--- config.mk ---
export PLATFORM = sky130hd
export DESIGN_NAME = sed_check_link
export DESIGN_NICKNAME = d
export VERILOG_FILES = /design/src/rtl/sed_code_pkg.sv /design/src/rtl/sed_req_ack_intake.sv /design/src/rtl/sed_delay_valid.sv /design/src/rtl/sed_decoder.sv /design/src/rtl/sed_result_port.sv /design/src/rtl/sed_check_link.sv
export VERILOG_INCLUDE_DIRS = /design/src /design/src/rtl
export SDC_FILE = /design/constraint.sdc
export NUM_CORES = 1
export LEC_CHECK = 0
export ABC_AREA = 1
export BUFFER_PORTS_ARGS = -buffer_cell sky130_fd_sc_hd__buf_2
export CORE_AREA = 4 4 100 102
export DETAILED_ROUTE_END_ITERATION = 10
export DIE_AREA = 0 0 104 106
export HOLD_SLACK_MARGIN = 0.08
export PLACE_DENSITY = 0.84
export SYNTH_ARGS = -nofsm -noshare
export SYNTH_HDL_FRONTEND = slang
export SYNTH_SLANG_ARGS = --single-unit
--- constraint.sdc ---
create_clock -name clk -period 6.3 [get_ports clk]
set_clock_uncertainty 0.2 [all_clocks]
set_input_delay 0.315 -clock clk [delete_from_list [all_inputs] [get_ports clk]]
set_output_delay 0.315 -clock clk [all_outputs]
set_load 0.01 [all_outputs]
--- src/rtl/sed_settings.svh ---
// ----------------------------------------
// Build-time settings of the parity link
// Data width, queue depth, counter width
// and decoder register stages
// ----------------------------------------
`ifndef SED_SETTINGS_SVH
`define SED_SETTINGS_SVH

// Message width, codeword adds one parity bit on top
`define SED_DATA_WIDTH 16

// Result queue entries, also the number of intake credits
`define SED_OUT_DEPTH 4

// Saturating error counter width
`define SED_ERR_CNT_WIDTH 8

// Decoder pipeline stages, 1 enables the register
`define SED_REG_IN 1
`define SED_REG_OUT 1

`endif

--- src/rtl/sed_code_pkg.sv ---
// ----------------------------------------
// Codeword type of the parity link
// Even-parity helper function
// ----------------------------------------
`include "sed_settings.svh"

package sed_code_pkg;

  // ----------------------------------------
  // Codeword views
  // ----------------------------------------

  // Parity sits on the MSB, data below it
  typedef struct packed {
    logic                       parity;
    logic [`SED_DATA_WIDTH-1:0] data;
  } sed_fields_t;

  // Same word, either as a flat vector or split into fields
  typedef union packed {
    // Flat view for the xor reduction
    logic [`SED_DATA_WIDTH:0] raw;
    // Parity over data
    sed_fields_t              fields;
  } sed_codeword_u;

  // ----------------------------------------
  // Helpers
  // ----------------------------------------

  // Even parity of a data word
  // A valid codeword is {sed_parity(data), data}
  function automatic logic sed_parity(input logic [`SED_DATA_WIDTH-1:0] data);
    return ^data;
  endfunction

endpackage

--- src/rtl/sed_req_ack_intake.sv ---
// ----------------------------------------
// Four-phase receiver of the link input
// Captures a codeword and pulses accept
// ----------------------------------------
module sed_req_ack_intake
  import sed_code_pkg::*;
(
  input  logic          clk,
  input  logic          rst_n,
  // Sender side
  input  logic          in_req,
  input  sed_codeword_u in_codeword,
  output logic          in_ack,
  // Result port side
  input  logic          credit,
  output logic          accept,
  output sed_codeword_u rcv_codeword
);

  // Handshake states
  localparam logic StIdle  = 1'b0;
  localparam logic StAcked = 1'b1;

  logic state;
  logic capture;

  // New request, free slot, and no ack still pending
  assign capture = (state == StIdle) && in_req && credit;

  // Ack is just the acked state
  assign in_ack = (state == StAcked);

  // ----------------------------------------
  // Handshake FSM
  // ----------------------------------------
  always_ff @(posedge clk) begin
    if (!rst_n) begin
      state  <= StIdle;
      accept <= 1'b0;
    end else begin
      // One-cycle pulse by default
      accept <= 1'b0;
      case (state)
        StIdle: begin
          if (capture) begin
            state  <= StAcked;
            accept <= 1'b1;
          end
        end
        StAcked: begin
          // Hold ack until the request drops
          if (!in_req) begin
            state <= StIdle;
          end
        end
        default: state <= StIdle;
      endcase
    end
  end

  // Payload register, loaded on capture only
  always_ff @(posedge clk) begin
    if (capture) begin
      rcv_codeword <= in_codeword;
    end
  end

  // Credit still high while the accept pulse is out
  a_accept_has_credit: assert property (
    @(posedge clk) disable iff (!rst_n) accept |-> credit
  ) else $error("accept raised while credit is low");

endmodule

--- src/rtl/sed_delay_valid.sv ---
// ----------------------------------------
// Valid/data delay line, zero or one stage
// ----------------------------------------
module sed_delay_valid #(
  parameter int Width     = 1,
  // 0 passes through, 1 adds a register
  parameter int NumStages = 0
) (
  input  logic             clk,
  input  logic             rst_n,
  input  logic             in_valid,
  input  logic [Width-1:0] in_bits,
  output logic             out_valid,
  output logic [Width-1:0] out_bits
);

  if (NumStages == 0) begin : g_pass
    // Combinational path
    assign out_valid = in_valid;
    assign out_bits  = in_bits;
  end else if (NumStages == 1) begin : g_reg
    logic             valid_q;
    logic [Width-1:0] bits_q;

    // Only valid is cleared by reset
    always_ff @(posedge clk) begin
      if (!rst_n) begin
        valid_q <= 1'b0;
      end else begin
        valid_q <= in_valid;
      end
    end

    // Data held while idle, saves toggling
    always_ff @(posedge clk) begin
      if (in_valid) begin
        bits_q <= in_bits;
      end
    end

    assign out_valid = valid_q;
    assign out_bits  = bits_q;
  end else begin : g_bad_stages
    $error("sed_delay_valid supports NumStages of 0 or 1 only");
  end

endmodule

--- src/rtl/sed_decoder.sv ---
// ----------------------------------------
// Single-error-detecting parity decoder
// Optional input and output registers
// ----------------------------------------
module sed_decoder
  import sed_code_pkg::*;
#(
  // Register stage ahead of the parity check
  parameter bit RegisterInputs  = 0,
  // Register stage behind the parity check
  parameter bit RegisterOutputs = 0
) (
  input  logic          clk,
  input  logic          rst_n,
  // Received codeword, may carry errors
  input  logic          rcv_valid,
  input  sed_codeword_u rcv_codeword,
  // Checked codeword and error flag
  output logic          dec_valid,
  output sed_codeword_u dec_codeword,
  output logic          dec_error
);

  localparam int CodewordWidth = $bits(sed_codeword_u);
  localparam int Latency       = int'(RegisterInputs) + int'(RegisterOutputs);

  // ----------------------------------------
  // Input stage
  // ----------------------------------------
  logic          rcv_valid_d;
  sed_codeword_u rcv_codeword_d;

  sed_delay_valid #(
    .Width    (CodewordWidth),
    .NumStages(RegisterInputs ? 1 : 0)
  ) u_delay_in (
    .clk      (clk),
    .rst_n    (rst_n),
    .in_valid (rcv_valid),
    .in_bits  (rcv_codeword),
    .out_valid(rcv_valid_d),
    .out_bits (rcv_codeword_d)
  );

  // ----------------------------------------
  // Parity check
  // ----------------------------------------
  // Odd weight over data plus parity means a detected error
  // No correction possible with a single parity bit
  logic syndrome;

  assign syndrome = ^rcv_codeword_d.raw;

  // ----------------------------------------
  // Output stage
  // ----------------------------------------
  // Codeword forwarded untouched, flag in the LSB
  logic [CodewordWidth:0] stage_out;

  sed_delay_valid #(
    .Width    (CodewordWidth + 1),
    .NumStages(RegisterOutputs ? 1 : 0)
  ) u_delay_out (
    .clk      (clk),
    .rst_n    (rst_n),
    .in_valid (rcv_valid_d),
    .in_bits  ({rcv_codeword_d.raw, syndrome}),
    .out_valid(dec_valid),
    .out_bits (stage_out)
  );

  assign dec_codeword = stage_out[CodewordWidth:1];
  assign dec_error    = stage_out[0];

  // Every input shows up after exactly the configured stages
  a_latency: assert property (
    @(posedge clk) disable iff (!rst_n) rcv_valid |-> ##Latency dec_valid
  ) else $error("dec_valid missing %0d cycles after rcv_valid", Latency);

endmodule

--- src/rtl/sed_result_port.sv ---
// ----------------------------------------
// Result queue with credit count
// Four-phase sender of data and error flag
// Saturating detected-error counter
// ----------------------------------------
`include "sed_settings.svh"

module sed_result_port
  import sed_code_pkg::*;
(
  input  logic                         clk,
  input  logic                         rst_n,
  // Slot reservation from the intake
  input  logic                         accept,
  output logic                         credit,
  // Decoder results
  input  logic                         dec_valid,
  input  sed_codeword_u                dec_codeword,
  input  logic                         dec_error,
  // Consumer handshake
  output logic                         out_req,
  output logic [`SED_DATA_WIDTH-1:0]   out_data,
  output logic                         out_error,
  input  logic                         out_ack,
  // Detected errors so far
  output logic [`SED_ERR_CNT_WIDTH-1:0] err_count
);

  localparam int Depth    = `SED_OUT_DEPTH;
  localparam int PtrWidth = (Depth > 1) ? $clog2(Depth) : 1;
  localparam int CntWidth = $clog2(Depth + 1);

  // ----------------------------------------
  // Queue storage
  // ----------------------------------------
  // Entry is {error, data}
  logic [`SED_DATA_WIDTH:0] mem [Depth];
  logic [PtrWidth-1:0]      wr_ptr;
  logic [PtrWidth-1:0]      rd_ptr;
  logic [CntWidth-1:0]      fill;
  logic [CntWidth-1:0]      reserved;
  logic                     push;
  logic                     pop;
  logic                     empty;
  logic                     full;

  assign push  = dec_valid;
  // Entry leaves once the consumer acks it
  assign pop   = out_req && out_ack;
  assign empty = (fill == '0);
  assign full  = (fill == CntWidth'(Depth));

  // Room left for another codeword in flight
  assign credit = (reserved < CntWidth'(Depth));

  always_ff @(posedge clk) begin
    if (push) begin
      mem[wr_ptr] <= {dec_error, dec_codeword.fields.data};
    end
  end

  // Pointers, occupancy and reservations
  always_ff @(posedge clk) begin
    if (!rst_n) begin
      wr_ptr   <= '0;
      rd_ptr   <= '0;
      fill     <= '0;
      reserved <= '0;
    end else begin
      if (push) begin
        wr_ptr <= (wr_ptr == PtrWidth'(Depth - 1)) ? '0 : wr_ptr + 1'b1;
      end
      if (pop) begin
        rd_ptr <= (rd_ptr == PtrWidth'(Depth - 1)) ? '0 : rd_ptr + 1'b1;
      end
      // Occupancy of the queue itself
      case ({push, pop})
        2'b10:   fill <= fill + 1'b1;
        2'b01:   fill <= fill - 1'b1;
        default: fill <= fill;
      endcase
      // Slot held from accept until pop
      case ({accept, pop})
        2'b10:   reserved <= reserved + 1'b1;
        2'b01:   reserved <= reserved - 1'b1;
        default: reserved <= reserved;
      endcase
    end
  end

  // ----------------------------------------
  // Output handshake
  // ----------------------------------------
  // Head entry stays put until the pop
  assign out_data  = mem[rd_ptr][`SED_DATA_WIDTH-1:0];
  assign out_error = mem[rd_ptr][`SED_DATA_WIDTH];

  always_ff @(posedge clk) begin
    if (!rst_n) begin
      out_req <= 1'b0;
    end else if (out_req) begin
      // Drop request on ack
      if (out_ack) begin
        out_req <= 1'b0;
      end
    end else if (!empty && !out_ack) begin
      // Previous ack must be low again first
      out_req <= 1'b1;
    end
  end

  // ----------------------------------------
  // Error counter
  // ----------------------------------------
  always_ff @(posedge clk) begin
    if (!rst_n) begin
      err_count <= '0;
    end else if (dec_valid && dec_error && (err_count != '1)) begin
      err_count <= err_count + 1'b1;
    end
  end

  // Credit flow keeps the decoder from overrunning the queue
  a_no_write_full: assert property (
    @(posedge clk) disable iff (!rst_n) dec_valid |-> !full
  ) else $error("decoder result written into a full queue");

  a_reserved_bound: assert property (
    @(posedge clk) disable iff (!rst_n) reserved <= CntWidth'(Depth)
  ) else $error("reserved slots %0d above depth %0d", reserved, Depth);

endmodule

--- src/rtl/sed_check_link.sv ---
// ----------------------------------------
// Top of the parity-checked receive link
// Intake, decoder and result port
// ----------------------------------------
`include "sed_settings.svh"

module sed_check_link
  import sed_code_pkg::*;
(
  input  logic                          clk,
  input  logic                          rst_n,
  // Codeword input handshake
  input  logic                          in_req,
  input  sed_codeword_u                 in_codeword,
  output logic                          in_ack,
  // Result output handshake
  output logic                          out_req,
  output logic [`SED_DATA_WIDTH-1:0]    out_data,
  output logic                          out_error,
  input  logic                          out_ack,
  // Saturating detected-error count
  output logic [`SED_ERR_CNT_WIDTH-1:0] err_count
);

  // Accept doubles as the decoder input valid
  logic          accept;
  logic          credit;
  sed_codeword_u rcv_codeword;
  logic          dec_valid;
  sed_codeword_u dec_codeword;
  logic          dec_error;

  sed_req_ack_intake u_intake (
    .clk         (clk),
    .rst_n       (rst_n),
    .in_req      (in_req),
    .in_codeword (in_codeword),
    .in_ack      (in_ack),
    .credit      (credit),
    .accept      (accept),
    .rcv_codeword(rcv_codeword)
  );

  sed_decoder #(
    .RegisterInputs (`SED_REG_IN),
    .RegisterOutputs(`SED_REG_OUT)
  ) u_decoder (
    .clk         (clk),
    .rst_n       (rst_n),
    .rcv_valid   (accept),
    .rcv_codeword(rcv_codeword),
    .dec_valid   (dec_valid),
    .dec_codeword(dec_codeword),
    .dec_error   (dec_error)
  );

  sed_result_port u_result_port (
    .clk         (clk),
    .rst_n       (rst_n),
    .accept      (accept),
    .credit      (credit),
    .dec_valid   (dec_valid),
    .dec_codeword(dec_codeword),
    .dec_error   (dec_error),
    .out_req     (out_req),
    .out_data    (out_data),
    .out_error   (out_error),
    .out_ack     (out_ack),
    .err_count   (err_count)
  );

endmodule

======== Word-level counts from Yosys, hierarchy flattened ========
Memory sizes are Yosys's and may differ from the RTL's. A register that Yosys moved wholly into a read port is not among the register bits.
Cells that the tools add are included.
word-level totals
  logic and storage cells ................. 58
  output and inout bits ................... 27
  input port bits ......................... 21
  flip-flop bits (word level) ............. 74
  RAM bits ................................ 68
  memories kept ........................... 1
cells by class
  magnitude comparators ................... 1
  add/subtract/negate cells ............... 7
  reductions and logical operators ........ 13
  multiplexer cells ....................... 14
  bitwise operators ....................... 2
  equal/unequal tests ..................... 7
memory list
  memory             depth  width  rd ports  clocked after memory_dff  write ports  RTL line               source
  u_result_port.mem  4      17     1         1                         1            sed_result_port.sv:37  logic [`SED_DATA_WIDTH:0] mem [Depth];
operators with widths
  kind                                                  number
  XOR reduction 17 bit                                  1
  one-hot mux 3 bit (2 select lines)                    2
  adder 8 x 1 -> 8 bit (second input constant)          1
  equality test 2 bit (second input constant)           4
  2-to-1 mux 2 bit                                      4
  inequality test 8 bit (second input constant)         1
  2-to-1 mux 1 bit                                      7
  adder 3 x 1 -> 3 bit (second input constant)          2
  logical AND 1 bit                                     6
  subtractor 3 x 1 -> 3 bit (second input constant)     2
  adder 2 x 1 -> 2 bit (second input constant)          2
  equality test 2 x 1 -> 1 bit (second input constant)  2
  nonzero test 2 bit                                    2
  logical NOT 3 bit                                     1
  less-than comparator 3 bit (second input constant)    1
  logical NOT 1 bit                                     2
  inverter 1 bit                                        2
  one-hot mux 1 bit (2 select lines)                    1
  OR reduction 2 bit                                    1

======== Longest topological paths before layout ========
Gate-level depths: netlist of the first run.
  depth after elaboration ................. 5
  gate-level depth with buffers ........... 9
  depth with buffers taken out ............ 9

======== Hierarchy ========
A second synthesis of the first run with hierarchy kept.
second synthesis, totals
  cell total of the unflattened synthesis .. 443
  area, all modules ....................... 5,570.3 µm²
by module, submodules not included
  module                                    area each (µm²)  cells each  sequential area each (µm²)  times used
  sed_result_port                           3,582.2          313         2,462.4                     1
  sed_req_ack_intake                        580.6            27          550.5                       1
  sed_delay_valid at u_decoder.u_delay_out  568.0            21          560.5                       1
  sed_delay_valid at u_decoder.u_delay_in   538.0            20          530.5                       1
  sed_decoder                               301.5            62          0.0                         1

======== Worst setup path after synthesis of the first run ========
Ideal clock, no wire load.
  kind .................................... flip-flop to flip-flop
  start point ............................. reg u_intake.state (netlist: u_intake.in_ack)
  end point ............................... reg u_intake.rcv_codeword[0] in the netlist's numbering, enable pin
  data arrival time ....................... 1,593 ps
  stages on the path, launching flop included .. 2
  clock period less this slack ............ 2,205 ps
  slack ................................... 4,095 ps
  library setup time ...................... 413 ps
  data required time ...................... 5,687 ps
  path buffers ............................ 0
  cells stage by stage .................... dfxtp_1 nor3_1
between the ends
  word-level cells in the longest chain between the ends .. 3
RTL lines
  element                          RTL line                  source
  start, declared                  sed_req_ack_intake.sv:24  logic state;
  start signal, assigned           sed_req_ack_intake.sv:38  state <= StIdle;
  start signal, assigned           sed_req_ack_intake.sv:46  state <= StAcked;
  start signal, assigned           sed_req_ack_intake.sv:53  state <= StIdle;
  inverter 1 bit                   sed_req_ack_intake.sv:28  assign capture = (state == StIdle) && in_req && credit;
  logical AND 1 bit (2 in series)  sed_req_ack_intake.sv:28
  named net u_intake.capture       sed_req_ack_intake.sv:25  logic capture;
  end signal, assigned             sed_req_ack_intake.sv:64  rcv_codeword <= in_codeword;
  end, declared                    sed_req_ack_intake.sv:17  output sed_codeword_u rcv_codeword
The timed path passes the listed nets, and every way through them passes these cells.
A chain may end at the register's enable or synchronous reset.

==> results.json, run 1 <==
{
  "critPathSlowestCell": "dfxtp_1",
  "overflow": 0,
  "grt_max_degree": 36,
  "grt_pass1_vias": 3480,
  "drt_first_pass_iters": 5,
  "die-area_sq_um": 11020,
  "core_area_sq_um": 9109,
  "finalCritPeriodShare_pct": 55.31,
  "rsz0062_at_grt": "false",
  "drt-wirelength-per-cell_microns": 14.55,
  "antenna_left": 0,
  "p_leak_nw": 2.672,
  "synth_cell_types": 23,
  "slew_headroom_pct": 20.37,
  "max_freq_mhz": 287.0,
  "portBuffers": 47,
  "finalSetupViolCount": 0,
  "cts_tree": "built",
  "required_ns": 5.78,
  "cts-htree-levels": 4,
  "met2_usage_pct": 32.50,
  "diodes": 0,
  "synth_seq_cells": 144,
  "met3_usage_pct": 4.979,
  "timing.rr.start": "u_intake.accept",
  "cp_max_fo": 35,
  "maxSlewViolCount": 0,
  "synthesis.instances": 471,
  "hpwlAfterDp_mm": 6.193,
  "top_usage_layer": "met2",
  "drt_wl_total_mm": 9.750,
  "drc": 0,
  "pwr_density_cell_nw_per_um2": 307.9,
  "fin_nets": 577,
  "grt_pass1_wl_mm": 16.23,
  "nFillCells": 576,
  "clk_latency_ns": 0.52,
  "routed_via_density": 5.361,
  "r2r_cells": 7,
  "numCtsBuffers": 17,
  "die_w_microns": 104,
  "endpoint_kind": "output pin",
  "multiInputGateArea_sq_um": 1323,
  "gr-usage-met1_pct": 22.68,
  "period_minus_slack_ns": 3.485,
  "fin_tns_setup_ns": 0,
  "path_clk_slew_ns": 0.06,
  "initial_core_util_pct": 61.76,
  "rows": 35,
  "cap_violations": 0,
  "r2r_end": "u_result_port.reserved[1]",
  "arrival_ns": 2.97,
  "hold_class": "reg2reg",
  "final_cell_mix": "edfxtp_1 (119), nand2_1 (99), inv_1 (49)",
  "start_kind": "register",
  "grt_use_total_pct": 18.95,
  "ioPinCount": 48,
  "cts_sinks": 144,
  "drt_iter0_drc": 251,
  "final_common_cell": "edfxtp_1",
  "die_h_microns": 106,
  "power_mw": 2.069,
  "hold_viol_final": 0,
  "syn_to_final_growth_pct": 19.46,
  "antenna_found_initial": 0,
  "netlist_area_sq_um": 5625,
  "min-delay-start": "u_intake.rcv_codeword[7]",
  "status": "finished clean",
  "syn_avg_cell_area_sq_um": 11.94,
  "cts_root_buf": "clkbuf_8",
  "seq_area_sq_um": 4074,
  "timing_worst_setup_path_type": "reg2out",
  "seq_area_frac_synth_pct": 72.42,
  "worstMarginPinSlew_ns": 1.188,
  "path_cells": "inv_1, o21ai_0, o22ai_1, buf_2",
  "post_cts_buffers": 0,
  "yosysWarningCount": 0,
  "r2r_slack_ns": 4.11,
  "syn_nets": 502,
  "clk_path_buf_depth": 2,
  "slowest_delay_ns": 1.00,
  "cts_resized": 0,
  "irDropWorstVdd_uv": 216.3,
  "crit_end": "out_data[6]",
  "gp_congestion": 0.8942,
  "via_count": 3592,
  "drive_above_1_share_pct": 16.10
}
[metal layers]
metal  vias to the layer above  wire length, microns
li1                       1770                     -
met4                         0                    64
met3                         4                   484
met5                         -                     0
met2                       100                  5046
met1                      1718                  4154
[cell type report]
type                    count  share of cell area (%)
repair buffers             67                   6.479
inverters                  50                   2.793
well taps                 111                   2.067
clock buffers              17                   6.163
clock inverters            15                   2.197
flip-flops and latches    144                   60.62
multi-input cells         266                   19.68
[sequential cells by signal, summed over array words and instances (netlist names), named ones only]
signal,count
u_decoder.u_delay_out.out_bits,17
u_result_port.err_count,8
u_intake.accept,1
u_intake.rcv_codeword,17
u_decoder.u_delay_in.out_bits,17
u_intake.in_ack,1
u_decoder.u_delay_in.out_valid,1
u_result_port.reserved,3
u_decoder.u_delay_out.out_valid,1
u_result_port.rd_ptr,2
u_result_port.mem,68
u_result_port.out_req,1
u_result_port.fill,3
u_result_port.wr_ptr,2
[power breakdown]
part	switching (mW)	internal, mW	total, mW
sequential	0.0176	1.05	1.07
clock	0.393	0.533	0.926
combinational	0.0435	0.0334	0.0769
[Yosys cell counts]
| cell | count | area [sq um] |
|---|---|---|
| o21ai_0 | 47 | 235.2 |
| ha_1 | 8 | 100.1 |
| nor3_1 | 5 | 25.02 |
| buf_2 | 4 | 20.02 |
| a21oi_1 | 12 | 60.06 |
| xnor2_1 | 1 | 8.760 |
| a21oi_2 | 5 | 43.79 |
| nand3_1 | 12 | 60.06 |
| xor2_1 | 3 | 26.28 |
| nand3b_1 | 1 | 7.510 |
| inv_2 | 1 | 3.750 |
| nand2_1 | 99 | 371.6 |
| nor2_1 | 48 | 180.2 |
| edfxtp_1 | 119 | 3573 |
| fa_1 | 2 | 40.04 |
| nand2_4 | 1 | 11.26 |
| clkbuf_1 | 7 | 26.28 |
| nor4_1 | 2 | 12.51 |
| nand2_2 | 2 | 12.51 |
| inv_1 | 49 | 183.9 |
| nor3_4 | 1 | 16.27 |
| o22ai_1 | 17 | 106.4 |
| dfxtp_1 | 25 | 500.5 |
[stage by stage]
stage	instance area [sq um]	setup slack, ns	utilization, %	std cells	hold WS [ns]
after CTS	6720	2.795	73.78	670	0.2195
final	6720	2.815	73.78	670	0.2158
after global routing	6720	2.539	73.78	670	0.2230
after global placement	5958	3.576	65.41	618	0.2045
after floorplan	5625	4.095	-	471	0.1943
after detailed placement	5958	3.420	65.41	618	0.2045
[kinds of logic after synthesis]
| kind of cell | after synthesis | synth area share [%] |
|---|---|---|
| DFF | 144 | 72.42 |
| and+or+nand+nor | 171 | 12.39 |
| AOI/OAI and AO/OA | 81 | 7.918 |
| xor gates and xnor gates | 4 | 0.6229 |
| adders and majority gates | 10 | 2.491 |
| buffers and inverters | 61 | 4.159 |
[worst min path at each step]
stage | slack [ns] | depth (start not counted) | to
detailed placement | 0.20 | 0 | u_decoder.u_delay_in.out_bits[12]
global route | 0.22 | 0 | u_decoder.u_delay_in.out_bits[9]
global placement | 0.20 | 0 | u_decoder.u_delay_in.out_bits[7]
floorplan | 0.19 | 1 | u_result_port.out_req
finish | 0.22 | 0 | u_decoder.u_delay_in.out_bits[7]
CTS | 0.22 | 0 | u_decoder.u_delay_in.out_bits[12]
[repair_timing]
action / 4_1_cts / 5_1_grt
hold endpoints to repair: 35 / 0
endpoints found under the setup margin: 0 / 0
hold buffers: 20 / 0
[critical path: cells and delay by family (launching register included)]
kind                   cells  cell delay, ns
AO/OA/AOI/OAI              2            0.54
flip-flops                 1            1.00
buffers and inverters      2            0.90
(Power assumes the default switching activity.)
==> run 2, diff against run 1 <==
--- a/config.mk
+++ b/config.mk
@@ -8,11 +8,11 @@
 export LEC_CHECK = 0
 export ABC_AREA = 1
 export BUFFER_PORTS_ARGS = -buffer_cell sky130_fd_sc_hd__buf_2
-export CORE_AREA = 4 4 100 102
+export CORE_AREA = 4 4 103 105
 export DETAILED_ROUTE_END_ITERATION = 10
-export DIE_AREA = 0 0 104 106
+export DIE_AREA = 0 0 107 109
 export HOLD_SLACK_MARGIN = 0.08
-export PLACE_DENSITY = 0.84
+export PLACE_DENSITY = 0.8
 export SYNTH_ARGS = -nofsm -noshare
 export SYNTH_HDL_FRONTEND = slang
 export SYNTH_SLANG_ARGS = --single-unit
==> constraint.sdc (replaced) <==
create_clock -name clk -period 3.38 [get_ports clk]
set_clock_uncertainty 0.2 [all_clocks]
set_input_delay 0.169 -clock clk [delete_from_list [all_inputs] [get_ports clk]]
set_output_delay 0.169 -clock clk [all_outputs]
set_load 0.01 [all_outputs]
==> results.json, run 2 (synthesis results as in run 1) <==
{
  "hold_class": "in2reg",
  "switching_power_mw": 0.8697,
  "diodes": 0,
  "period_minus_slack_ns": 2.499,
  "ioPinCount": 48,
  "r2r_cells": 7,
  "clockPowerShare_pct": 45.2,
  "cts_root_buf": "clkbuf_8",
  "pwr_density_cell_nw_per_um2": 575.2,
  "required_ns": 3.01,
  "r2r_slack_ns": 1.28,
  "grt_pass1_wl_mm": 15.97,
  "drt-wirelength-per-cell_microns": 13.74,
  "fin_tns_setup_ns": 0,
  "critPathSlowestCell": "inv_1",
  "min_path_cells": 2,
  "intPower_mw": 3.021,
  "hold_viol_final": 0,
  "grt_pass1_vias": 3455,
  "hold_path_end": "u_intake.rcv_codeword[9]",
  "rows": 36,
  "grt_max_degree": 35,
  "antenna_found_initial": 0,
  "drive_above_1_share_pct": 16.22,
  "status": "finished clean",
  "maxSlewViolCount": 0,
  "drt_wl_total_mm": 9.536,
  "hpwlAfterDp_mm": 5.872,
  "final_common_cell": "edfxtp_1",
  "routed_via_density": 5.097,
  "endpoint_kind": "output pin",
  "die-area_sq_um": 11660,
  "drt_iter0_drc": 220,
  "path_clk_slew_ns": 0.06,
  "post_cts_buffers": 0,
  "rsz0062_at_grt": "false",
  "timing.rr.start": "u_intake.accept",
  "fin_nets": 579,
  "power_mw": 3.891,
  "die_w_microns": 107,
  "final_cell_mix": "edfxtp_1 (119), nand2_1 (99), inv_1 (49)",
  "p_leak_nw": 2.687,
  "portBuffers": 47,
  "core_area_sq_um": 9639,
  "min-delay-start": "in_codeword[9]",
  "top_register": "u_result_port.mem",
  "finalSetupViolCount": 0,
  "cts-htree-levels": 4,
  "path_cells": "inv_1, o21ai_0, o22ai_1, buf_2",
  "max_freq_mhz": 400.2,
  "start_kind": "register",
  "slowest_delay_ns": 0.70,
  "irDropWorstVdd_uv": 458.9,
  "grt_use_total_pct": 18.03,
  "combPwrFrac_pct": 3.8,
  "antenna_left": 0,
  "clk_latency_ns": 0.52,
  "design_area_sq_um": 6765,
  "initial_core_util_pct": 58.36,
  "arrival_ns": 2.13,
  "via_count": 3537,
  "hold_slack_ns": 0.1538,
  "worstMarginPinSlew_ns": 1.177,
  "die_h_microns": 109,
  "clk_path_buf_depth": 2,
  "switching_share_pct": 22.35,
  "timing_worst_setup_path_type": "reg2out",
  "placed_area_sq_um": 6001,
  "drt_first_pass_iters": 6,
  "overflow": 0,
  "cp_max_fo": 34,
  "cap_violations": 0,
  "gp_congestion": 0.7587,
  "finalCritPeriodShare_pct": 73.93,
  "finalWorstSetupSlack_ns": 0.8813,
  "r2r_end": "u_result_port.reserved[1]",
  "pre_cts_ws_ns": 1.271,
  "syn_to_final_growth_pct": 20.26,
  "cts_sinks": 144,
  "cts_tree": "built",
  "slew_headroom_pct": 21.10,
  "sequentialPowerShare_pct": 51.0,
  "numCtsBuffers": 17,
  "drc": 0,
  "largest_register_ffs": 68
}
-- run 2: cell count changes in the layout (fill, tap and decap cells not counted) --
cell and delta:
clkinv_1 +1, buf_4 +2, clkinv_4 -5, inv_6 +1, inv_8 +3
-- run 2: worst max path at each step --
stage                                from                         to  cells past startpoint
after floorplan           u_intake.in_ack   u_intake.rcv_codeword[0]                      1
after global placement    u_intake.accept  u_result_port.reserved[1]                      7
after detailed placement  u_intake.accept  u_result_port.reserved[1]                      7
after CTS                        register                out_data[4]                      4
after global routing             register                out_data[6]                      4
final                            register                out_data[4]                      4
-- run 2: stage by stage --
step,util [%],cells
finish,70.18,694
global route,70.18,694
CTS,70.18,694
detailed placement,62.25,642
global placement,62.25,642
floorplan,-,471
-- run 2: cell type report --
type | instances | area [sq um]
inverter | 50 | 187.7
tap | 133 | 166.4
sequential | 144 | 4074
timing repair buffer | 69 | 450.4
clock inverter | 15 | 150.1
multi-input combinational | 266 | 1323
clock buffer | 17 | 414.1
fill | 675 | 2874
-- run 2: critical path: cells and delay by family, from the launching register on --
kind | cells | cell delay, ns
buffers and inverters | 2 | 0.88
AOI/OAI and AO/OA | 2 | 0.42
DFF | 1 | 0.31
-- run 2: per-layer routing --
metal	GRT usage (%)	part of all wire (%)	vias to the layer above
li1	-	-	1775
met1	22.69	43	1649
met2	29.18	50	102
met3	5.092	5.6	11
met4	8.493	1.3	0
met5	0	0	-
-- run 2: what timing repair did --
action                     CTS  global route
hold endpoints to repair    56             0
setup endpoints to repair    0             0
hold buffers                20             0
resized for setup            0             0
-- run 2: power groups by stage --
| stage | logic (mW) | registers, mW | clock network [mW] |
|---|---|---|---|
| after floorplan | 0.0861 | 2.01 | 0 |
| after global placement | 0.122 | 2.02 | 0 |
| after detailed placement | 0.128 | 2.02 | 0 |
| after CTS | 0.147 | 1.98 | 1.79 |
| after global routing | 0.169 | 1.99 | 1.88 |
| final | 0.147 | 1.98 | 1.76 |
